**src/hw/phy_cmd_macros.svh**
```systemverilog
// widths and bit positions of the command word, replayed control bits and PHY lanes
`ifndef PHY_CMD_MACROS_SVH
`define PHY_CMD_MACROS_SVH

// command word
`define PHY_CMD_W       32  // one command word per mclk
`define PHY_ADDR_W      15  // row/column address, also pause length on NOP
`define PHY_BANK_W      3   // bank address
`define PHY_RCW_W       3   // {ras,cas,we}

// NOP fields packed in the address
`define PHY_PAUSE_BITS  10  // low address bits give the pause length
`define PHY_DONE_BIT    10  // address bit flagging the end of a sequence

// replayed control bits, odt down to buf_rst
`define PHY_EXTRA_W     10

// tristate sequencing
`define PHY_TRI_W       8   // one bit per quarter of the serializer word
`define PHY_PAT_W       4   // transition pattern, sent twice

// lane encodings
`define PHY_RCW_NOP     3'b111  // active-low {ras,cas,we} for NOP
`define PHY_DQS_W       8   // dqs toggle pattern width

`endif

```
**src/hw/phy_cmd_pkg.sv**
```systemverilog
// packed struct types for command word, effective command, patterns, buffer strobes and lanes
`include "phy_cmd_macros.svh"

package phy_cmd_pkg;

    // raw command word as it arrives from the sequencer, msb first
    typedef struct packed {
        logic [`PHY_ADDR_W-1:0] addr;      // address, or pause length/done on NOP
        logic [`PHY_BANK_W-1:0] bank;      // bank address
        logic [`PHY_RCW_W-1:0]  rcw;       // positive logic {ras,cas,we}, 0 is NOP
        logic                   odt;       // on-die termination
        logic                   cke_dis;   // 1 drops cke, xor-ed with ddr_cke
        logic                   sel;       // 1 puts command in the second half-cycle
        logic                   dq_en;     // drive dq lines
        logic                   dqs_en;    // drive dqs lines
        logic                   dqs_toggle; // toggle dqs from pattern
        logic                   dci_en;    // enable dci on dq/dqs
        logic                   buf_wr;    // external buffer write
        logic                   buf_rd;    // external buffer read
        logic                   add_pause_req; // ask for one inserted pause
        logic                   buf_rst;   // buffer address back to page start
    } cmd_word_t;

    // control bits kept across a pause, same order as in the word
    typedef struct packed {
        logic odt;
        logic cke_dis;
        logic sel;
        logic dq_en;
        logic dqs_en;
        logic dqs_toggle;
        logic dci_en;
        logic buf_wr;
        logic buf_rd;
        logic buf_rst;
    } cmd_extra_t;

    // command in effect for this mclk cycle
    typedef struct packed {
        logic [`PHY_RCW_W-1:0]  rcw;    // positive logic, 0 on pause
        cmd_extra_t             extra;  // replayed on pause
        logic [`PHY_ADDR_W-1:0] addr;   // calm address
        logic [`PHY_BANK_W-1:0] bank;   // calm bank
    } cmd_cur_t;

    // quasi-static configuration levels
    typedef struct packed {
        logic [`PHY_DQS_W-1:0] dqs_pattern; // typically 8'h55
        logic [`PHY_PAT_W-1:0] dq_tri_on;   // first dq tri word when turning on
        logic [`PHY_PAT_W-1:0] dq_tri_off;  // first dq tri word when turning off
        logic [`PHY_PAT_W-1:0] dqs_tri_on;
        logic [`PHY_PAT_W-1:0] dqs_tri_off;
    } phy_pattern_t;

    typedef struct packed {
        logic wr;
        logic rd;
        logic rst;
    } buf_ctl_t;

    // per-half-cycle lanes, [1] is the second half
    typedef struct packed {
        logic [2*`PHY_ADDR_W-1:0] addr;
        logic [2*`PHY_BANK_W-1:0] bank;
        logic [1:0]               ras;      // active low
        logic [1:0]               cas;      // active low
        logic [1:0]               we;       // active low
        logic [1:0]               cke;
        logic [1:0]               odt;
        logic [`PHY_TRI_W-1:0]    dq_tri;   // 1 = tristated
        logic [`PHY_TRI_W-1:0]    dqs_tri;
        logic [`PHY_DQS_W-1:0]    dqs_data;
        logic                     dci_dis_dq;
        logic                     dci_dis_dqs;
    } phy_lanes_t;

endpackage

```
**src/hw/phy_tri_seq.sv**
```systemverilog
// tristate control sequencer, steady level or on/off transition pattern
`timescale 1ns/100ps
`include "phy_cmd_macros.svh"

module phy_tri_seq (
    input  logic                  mclk,
    input  logic                  mrst,     // sync, active high
    input  logic                  en,       // drive the lines this cycle
    input  logic [`PHY_PAT_W-1:0] on_pat,   // first word after tristated -> driven
    input  logic [`PHY_PAT_W-1:0] off_pat,  // first word after driven -> tristated
    output logic [`PHY_TRI_W-1:0] tri_word  // 1 = tristate, one bit per quarter
);

    localparam int REP = `PHY_TRI_W / `PHY_PAT_W;  // pattern repeats per word

    logic tri_lvl;   // requested tristate level
    logic tri_prev;  // level of the previous cycle

    assign tri_lvl = ~en;

    always_comb begin
        if (tri_prev == tri_lvl)
            tri_word = {`PHY_TRI_W{tri_lvl}};  // no transition
        else if (tri_prev)
            tri_word = {REP{on_pat}};          // turning output on
        else
            tri_word = {REP{off_pat}};         // turning output off
    end

    // lines come out of reset tristated
    always_ff @(posedge mclk) begin
        if (mrst)
            tri_prev <= 1'b1;
        else
            tri_prev <= tri_lvl;
    end

endmodule

```
**src/hw/phy_lane_pack.sv**
```systemverilog
// lane packer with half-cycle command placement, cke/odt duplication, dci and dqs data
`timescale 1ns/100ps
`include "phy_cmd_macros.svh"

module phy_lane_pack
    import phy_cmd_pkg::*;
(
    input  cmd_cur_t              cmd_cur,      // effective command
    input  logic                  ddr_cke,      // cke level, xor-ed with cke_dis
    input  logic [`PHY_DQS_W-1:0] dqs_pattern,  // toggle pattern for dqs
    input  logic [`PHY_TRI_W-1:0] dq_tri,       // from dq sequencer
    input  logic [`PHY_TRI_W-1:0] dqs_tri,      // from dqs sequencer
    output phy_lanes_t            lanes
);

    logic [`PHY_RCW_W-1:0] rcw_n;   // active-low {ras,cas,we}
    logic [`PHY_RCW_W-1:0] rcw_hi;  // second half-cycle
    logic [`PHY_RCW_W-1:0] rcw_lo;  // first half-cycle
    logic                  cke_lvl;
    logic                  dci_dis;

    assign rcw_n   = ~cmd_cur.rcw;
    // command goes in one half and the other half is a NOP
    assign rcw_hi  = cmd_cur.extra.sel ? rcw_n : `PHY_RCW_NOP;
    assign rcw_lo  = cmd_cur.extra.sel ? `PHY_RCW_NOP : rcw_n;
    assign cke_lvl = cmd_cur.extra.cke_dis ^ ddr_cke;
    assign dci_dis = ~cmd_cur.extra.dci_en;

    always_comb begin
        lanes.addr = {cmd_cur.addr, cmd_cur.addr};  // same address both halves
        lanes.bank = {cmd_cur.bank, cmd_cur.bank};

        lanes.ras  = {rcw_hi[2], rcw_lo[2]};
        lanes.cas  = {rcw_hi[1], rcw_lo[1]};
        lanes.we   = {rcw_hi[0], rcw_lo[0]};

        lanes.cke  = {2{cke_lvl}};
        lanes.odt  = {2{cmd_cur.extra.odt}};

        lanes.dq_tri  = dq_tri;
        lanes.dqs_tri = dqs_tri;

        // dqs held low when not toggling keeps the write-leveling preamble clean
        lanes.dqs_data = cmd_cur.extra.dqs_toggle ? dqs_pattern : '0;

        lanes.dci_dis_dq  = dci_dis;
        // odt set during write leveling turns dqs dci off while dq dci stays on
        lanes.dci_dis_dqs = dci_dis | cmd_cur.extra.odt;
    end

endmodule

```
**src/hw/phy_cmd_decode.sv**
```systemverilog
// command word decoder with hold register for calm address and pause replay
`timescale 1ns/100ps
`include "phy_cmd_macros.svh"

module phy_cmd_decode
    import phy_cmd_pkg::*;
(
    input  logic                       mclk,
    input  logic                       mrst,          // sync, active high
    input  cmd_word_t                  cmd_word,      // new word every cycle
    input  logic                       add_pause,     // repeat previous settings as NOP
    output cmd_cur_t                   cmd_cur,       // effective command
    output logic                       cmd_nop,       // real NOP, inserted pause excluded
    output logic                       cmd_add_pause, // word asks for a pause
    output logic                       sequence_done,
    output logic [`PHY_PAUSE_BITS-1:0] pause_len,
    output buf_ctl_t                   buf_ctl
);

    cmd_extra_t             word_extra;  // control bits of the incoming word
    logic                   calm;        // keep address/bank from last real command
    logic                   done_flag;   // done bit of a NOP word

    // state from the last word that was not a NOP
    logic [`PHY_ADDR_W-1:0] hold_addr;
    logic [`PHY_BANK_W-1:0] hold_bank;
    cmd_extra_t             hold_extra;

    always_comb begin
        word_extra.odt        = cmd_word.odt;
        word_extra.cke_dis    = cmd_word.cke_dis;
        word_extra.sel        = cmd_word.sel;
        word_extra.dq_en      = cmd_word.dq_en;
        word_extra.dqs_en     = cmd_word.dqs_en;
        word_extra.dqs_toggle = cmd_word.dqs_toggle;
        word_extra.dci_en     = cmd_word.dci_en;
        word_extra.buf_wr     = cmd_word.buf_wr;
        word_extra.buf_rd     = cmd_word.buf_rd;
        word_extra.buf_rst    = cmd_word.buf_rst;
    end

    assign cmd_nop       = (cmd_word.rcw == '0) && !add_pause; // inserted pause is not a NOP here
    assign cmd_add_pause = cmd_word.add_pause_req;
    assign calm          = cmd_nop || add_pause;
    assign done_flag     = cmd_word.addr[`PHY_DONE_BIT];

    assign sequence_done = cmd_nop && done_flag;
    // done bit wins over any leftover length bits
    assign pause_len     = done_flag ? '0 : cmd_word.addr[`PHY_PAUSE_BITS-1:0];

    always_comb begin
        if (add_pause) begin
            cmd_cur.rcw   = '0;          // NOP in place of the command
            cmd_cur.extra = hold_extra;  // previous odt, enables, strobes
        end else begin
            cmd_cur.rcw   = cmd_word.rcw;
            cmd_cur.extra = word_extra;
        end
        cmd_cur.addr = calm ? hold_addr : cmd_word.addr; // no address toggling on NOPs
        cmd_cur.bank = calm ? hold_bank : cmd_word.bank;
    end

    always_comb begin
        buf_ctl.wr  = cmd_cur.extra.buf_wr;
        buf_ctl.rd  = cmd_cur.extra.buf_rd;
        buf_ctl.rst = cmd_cur.extra.buf_rst;
    end

    // pause cycles load too, the word still carries the same bits
    always_ff @(posedge mclk) begin
        if (mrst) begin
            hold_addr  <= '0;
            hold_bank  <= '0;
            hold_extra <= '0;
        end else if (!cmd_nop) begin
            hold_addr  <= cmd_word.addr;
            hold_bank  <= cmd_word.bank;
            hold_extra <= word_extra;
        end
    end

endmodule

```
**src/hw/phy_cmd_top.sv**
```systemverilog
// top of the PHY command front end, decoder, two tristate sequencers and lane packer
`timescale 1ns/100ps
`include "phy_cmd_macros.svh"

module phy_cmd_top
    import phy_cmd_pkg::*;
(
    input  logic                       mclk,          // half ddr clock
    input  logic                       mrst,          // sync, active high
    input  cmd_word_t                  cmd_word,      // from the command sequencer
    input  logic                       add_pause,     // repeat previous settings as NOP
    input  logic                       ddr_cke,       // global cke level
    input  phy_pattern_t               patterns,      // quasi-static config
    output logic                       cmd_nop,
    output logic                       cmd_add_pause,
    output logic [`PHY_PAUSE_BITS-1:0] pause_len,
    output logic                       sequence_done,
    output buf_ctl_t                   buf_ctl,       // external buffer strobes
    output phy_lanes_t                 lanes          // to the PHY serializers
);

    cmd_cur_t              cmd_cur;      // effective command, decode -> packer
    logic [`PHY_TRI_W-1:0] dq_tri_word;
    logic [`PHY_TRI_W-1:0] dqs_tri_word;

    phy_cmd_decode decode_i (
        .mclk          (mclk),
        .mrst          (mrst),
        .cmd_word      (cmd_word),
        .add_pause     (add_pause),
        .cmd_cur       (cmd_cur),
        .cmd_nop       (cmd_nop),
        .cmd_add_pause (cmd_add_pause),
        .sequence_done (sequence_done),
        .pause_len     (pause_len),
        .buf_ctl       (buf_ctl)
    );

    // dq lines
    phy_tri_seq dq_seq_i (
        .mclk     (mclk),
        .mrst     (mrst),
        .en       (cmd_cur.extra.dq_en),
        .on_pat   (patterns.dq_tri_on),
        .off_pat  (patterns.dq_tri_off),
        .tri_word (dq_tri_word)
    );

    // dqs lines, own patterns for preamble/postamble timing
    phy_tri_seq dqs_seq_i (
        .mclk     (mclk),
        .mrst     (mrst),
        .en       (cmd_cur.extra.dqs_en),
        .on_pat   (patterns.dqs_tri_on),
        .off_pat  (patterns.dqs_tri_off),
        .tri_word (dqs_tri_word)
    );

    phy_lane_pack pack_i (
        .cmd_cur     (cmd_cur),
        .ddr_cke     (ddr_cke),
        .dqs_pattern (patterns.dqs_pattern),
        .dq_tri      (dq_tri_word),
        .dqs_tri     (dqs_tri_word),
        .lanes       (lanes)
    );

endmodule

```
**config.mk**
```make
export PLATFORM = sky130hd
export DESIGN_NAME = phy_cmd_top
export DESIGN_NICKNAME = d
export VERILOG_FILES = /design/src/hw/phy_cmd_pkg.sv /design/src/hw/phy_tri_seq.sv /design/src/hw/phy_lane_pack.sv /design/src/hw/phy_cmd_decode.sv /design/src/hw/phy_cmd_top.sv
export VERILOG_INCLUDE_DIRS = /design/src /design/src/hw
export SDC_FILE = /design/constraint.sdc
export NUM_CORES = 1
export LEC_CHECK = 0
export BUFFER_PORTS_ARGS = -buffer_cell sky130_fd_sc_hd__buf_4
export CELL_PAD_IN_SITES_DETAIL_PLACEMENT = 1
export CELL_PAD_IN_SITES_GLOBAL_PLACEMENT = 2
export CORE_MARGIN = 4
export CORE_UTILIZATION = 17
export DETAILED_ROUTE_END_ITERATION = 8
export HOLD_SLACK_MARGIN = 0.15
export PLACE_DENSITY = 0.75
export SYNTH_ARGS = -nofsm -noshare
export SYNTH_HDL_FRONTEND = slang
export SYNTH_SLANG_ARGS = --single-unit
```
**constraint.sdc**
```tcl
create_clock -name mclk -period 1.3 [get_ports mclk]
set_input_delay 0.195 -clock mclk [delete_from_list [all_inputs] [get_ports mclk]]
set_output_delay 0.195 -clock mclk [all_outputs]
set_load 0.02 [all_outputs]
```
# ---- Yosys cells after proc, flatten, opt, wreduce, memory -nomap -nowiden
# Index checks and enable logic that the tools add are counted.
dict set report word_totals {
  inputBits 60
  regBits 30
  elab_cells 38
  output_inout_bits 88
}
dict set report op_classes {
  eq_ne 2
  n_mux 11
  bitwise_logic 6
  n_reduce_logical 5
}
# operator count
set op_table {}
lappend op_table {{2-to-1 mux 8 bit} 5}
lappend op_table {{2-to-1 mux 15 bit} 1}
lappend op_table {{2-to-1 mux 13 bit} 1}
lappend op_table {{2-to-1 mux 10 bit} 1}
lappend op_table {{2-to-1 mux 3 bit} 3}
lappend op_table {{zero test 3 bit} 1}
lappend op_table {{NOT 1 bit} 3}
lappend op_table {{NOT 3 bit} 1}
lappend op_table {{equality test 1 bit} 2}
lappend op_table {{logical AND 1 bit} 2}
lappend op_table {{zero test 1 bit} 1}
lappend op_table {{logical OR 1 bit} 1}
lappend op_table {{bitwise OR 1 bit} 1}
lappend op_table {{XOR 1 bit} 1}

# ---- Longest topological paths before layout
dict set report logic_depth {
  depth_word 4
  ltp_mapped 5
  mapped_depth_nobuf 4
}

# ---- By module
# Synthesis repeated with hierarchy kept, for this count alone.
dict set report unflattened {
  cells_unflattened 349
  hier_area_um2 2906.5
}
# mod cells_per_inst n_inst seq_area_each_um2 area_each_um2
set modules_own_cells {}
lappend modules_own_cells {phy_cmd_decode 237 1 560.5 2144.6}
lappend modules_own_cells {phy_lane_pack 74 1 0.0 526.8}
lappend modules_own_cells {phy_tri_seq 19 2 20.0 117.6}

# ---- Least setup slack after synthesis
# No wires, ideal clock.
dict set report synth_timing {
  kind {input -> output}
  startpoint {input port add_pause}
  endpoint {output port lanes[14] in the netlist's numbering}
  t_arrival_ps 1546
  path_buffers 2
  required_time_ps 1105
  path_slack_ps -441
  stages 5
  path_cell_list {buf_2 mux2i_1 a21oi_1 nor2_1 buf_4}
}
# element line
set synth_lines {}
lappend synth_lines {{start: declaration} phy_cmd_top.sv:11} ;# input logic add_pause,
lappend synth_lines {{end: declaration} phy_cmd_top.sv:19} ;# output phy_lanes_t lanes

==> impl_metrics.json <==
{
  "finalWirelength_mm": 6.72,
  "layout-drive-gt1-share_pct": 61.9,
  "synth_area_leaders": "dfxtp_1 (31%), mux2_2 (13%), buf_4 (13%)",
  "grt-ovfl-total": 0,
  "core_area_mm2": 0.0105,
  "fin_skew_ns": 0.0000634,
  "final_cell_area_mm2": 0.00355,
  "dpl.hpwl_mm": 5.24,
  "die_h_um": 112,
  "hold_path.class": "primary input to flip-flop",
  "grt_pass1_vias": 2244,
  "cap_violations": 0,
  "syn-num-nets": 299,
  "hp-start": "cmd_word[16]",
  "p_per_area_mw_per_mm2": 890,
  "crit_chain": "mux2i_4 > a21oi_2 > nor2_4 > buf_4",
  "vias": 2048,
  "critPathKind": "flip-flop to output port",
  "drtPass1Iterations": 3,
  "seq_area_frac_synth_pct": 31.4,
  "r2r_slack_ns": 0.42,
  "drc": 0,
  "synth.largest_area_cell": "dfxtp_1",
  "grt_antenna_before_repair": 0,
  "slew_headroom_pct": 79.4,
  "r2r_end": "dqs_seq_i.tri_prev",
  "p_seq_share_pct": 31.1,
  "nets": 426,
  "syn_to_final_growth_pct": 91.7,
  "grt_pass1_wl_mm": 10.9,
  "syn_avg_cell_area_um2": 7.74,
  "vdd_ir_drop_max_v": 0.000286,
  "drtAntennaViolNets": 0,
  "critPathMaxStageDelay_ns": 0.35,
  "cp_slowest_cell": "dfxtp_2",
  "worstSkewPairLatency_ns": 0.27,
  "cp.arrival_ns": 1.28,
  "initialDrtViolationCount": 32,
  "intPower_mw": 2.12,
  "die_w_um": 112,
  "rows": 37,
  "grt_util_all_layers_pct": 10.4,
  "cts_buffer_depth": 2,
  "worst_pin_slew_ns": 0.303,
  "clock-sinks": 29,
  "post-route-min-period_ns": 1.47,
  "p_sw_share_pct": 32.7,
  "maxSlewViolCount": 0,
  "fmax_ghz": 0.679,
  "dpl.cell_count": 490,
  "worst_setup_path_end_kind": "output port",
  "grt_max_degree": 30,
  "cts-hold-fix-buffers": 0,
  "root_buffer": "clkbuf_8",
  "clkPwrFrac_pct": 26.4,
  "final_common_cell": "buf_4",
  "synth_cell_type_count": 18,
  "holdPathStages": 3,
  "crit_fanout": 5,
  "cts_inserted_buffers": 5,
  "synth_cells": 239,
  "status": "finished with violations",
  "cts.clk_slew.worst_paths_ns": 0.07,
  "synth-main-ff-cell": "dfxtp_1",
  "ios": 148,
  "setup_violations": 60,
  "violations": "setup timing",
  "ys_seq_elements": 29,
  "layout_common_cells": "buf_4 (98), nand2_1 (60), buf_6 (57), a21oi_1 (29), dfxtp_1 (24)",
  "initial_core_util_pct": 17.7,
  "wl_per_cell_um": 13.4,
  "fin_crit_sh_pct": 113,
  "die-area_mm2": 0.0126,
  "rsz0062_at_grt": "yes",
  "combPwrFrac_pct": 42.5,
  "async_flop_share_pct": 0,
  "worstRegToRegCells": 2,
  "p_leak_nw": 1.65,
  "required_ns": 1.11,
  "holdWs_ns": 0.175,
  "start_kind": "flip-flop",
  "gp_congestion": 0.672,
  "instances_no_fill": 503,
  "final-hold-violation-count": 0,
  "cts_tree": "yes",
  "yosys_warnings": 0,
  "dpl_cell_area_mm2": 0.00305,
  "diodes": 0,
  "synth_edf_count": 0,
  "vias_per_cell": 4.07,
  "n_fill_cell": 1248,
  "reg2reg_from": "decode_i.hold_extra[5]",
  "worstHoldEndpoint": "decode_i.hold_bank[2]",
  "io_buffers": 145,
  "setup_ws_ns": -0.174,
  "netlist_area_mm2": 0.00185,
  "p_sw_mw": 1.03,
  "yosysTopAreaCellShare_pct": 31.4,
  "htreeDepth": 2
}
-- power by group through the flow --
| stage | registers (mW) | clock network [mW] | logic, mW |
|---|---|---|---|
| after CTS | 0.981 | 0.878 | 1.35 |
| after floorplan | 0.985 | 0 | 0.767 |
| after global routing | 0.988 | 0.912 | 1.43 |
| after global placement | 0.991 | 0 | 1.16 |
| after detailed placement | 0.993 | 0 | 1.18 |
| final | 0.981 | 0.834 | 1.34 |
-- stage by stage --
step,setup TNS [ns],total power [mW],setup slack [ns],utilization [%]
finish,-5.97,3.16,-0.174,33.9
global route,-9.40,3.33,-0.266,33.9
CTS,-7.09,3.21,-0.188,33.5
detailed placement,-14.86,2.17,-0.249,29.2
global placement,-12.67,2.15,-0.174,29.2
floorplan,-0.163,1.75,-0.0316,-
-- area by class of cell --
type | count | area [um^2] | area share, %
inverter | 1 | 8.76 | 0.247
clock inverter | 1 | 5.00 | 0.141
multi-input combinational | 168 | 1200 | 33.7
sequential | 29 | 587 | 16.5
clock buffer | 7 | 96.3 | 2.72
timing repair buffer | 161 | 1480 | 41.8
tap | 136 | 170 | 4.80
-- state kept, by name, summed over array words and instances (netlist names) --
name	count
decode_i.hold_addr	15
decode_i.hold_bank	3
decode_i.hold_extra	9
dq_seq_i.tri_prev	1
dqs_seq_i.tri_prev	1
-- Yosys cell counts, types with 3 or more instances --
| master | instances |
|---|---|
| dfxtp_1 | 29 |
| mux2i_1 | 5 |
| mux2_2 | 22 |
| nor2_1 | 17 |
| buf_4 | 32 |
| buf_6 | 6 |
| a21oi_1 | 35 |
| or2_2 | 3 |
| clkbuf_1 | 4 |
| nor2b_1 | 19 |
| nand2_1 | 60 |
-- worst max-delay path, delay by kind of cell (launching register included) --
family / cells / cell delay (ns)
compound gates: 1 / 0.12
buf+inv: 1 / 0.14
flops: 1 / 0.35
mux: 1 / 0.27
simple gates: 1 / 0.12
-- layer usage --
| layer | track usage [%] | share of wire [%] |
|---|---|---|
| met3 | 3.94 | 9.3 |
| met5 | 0 | 0 |
| met1 | 11.5 | 39 |
| met4 | 2.88 | 1.0 |
| met2 | 18.8 | 50 |
-- cells by family (layout without fill, tap and decap cells) --
family,count (synthesis),in the layout,share of synthesized area (%)
mux,27,29,16.1
xor+xnor,1,1,0.474
compound gates,35,35,9.47
buf+inv,44,170,17.9
flops,29,29,31.4
simple gates,103,103,24.6
-- what timing repair did --
| action | CTS | global route |
|---|---|---|
| gates resized for setup | 82 | 9 |
| cloned | 2 | 0 |
| endpoints found under the setup margin | 70 | 86 |
| setup buffers | 2 | 1 |
| pin swaps | 7 | 4 |
-- worst max-delay path by stage --
stage,from,to,slack [ns],depth (start not counted)
6_report,decode_i.hold_extra[5],lanes[16],-0.17,4
5_1_grt,decode_i.hold_extra[5],lanes[13],-0.27,4
4_1_cts,decode_i.hold_extra[5],lanes[16],-0.19,4
3_5_place_dp,add_pause,lanes[8],-0.25,5
3_3_place_gp,add_pause,lanes[8],-0.17,5
2_1_floorplan,add_pause,sequence_done,-0.03,4
Note: power is estimated with default switching activity, not from simulation.
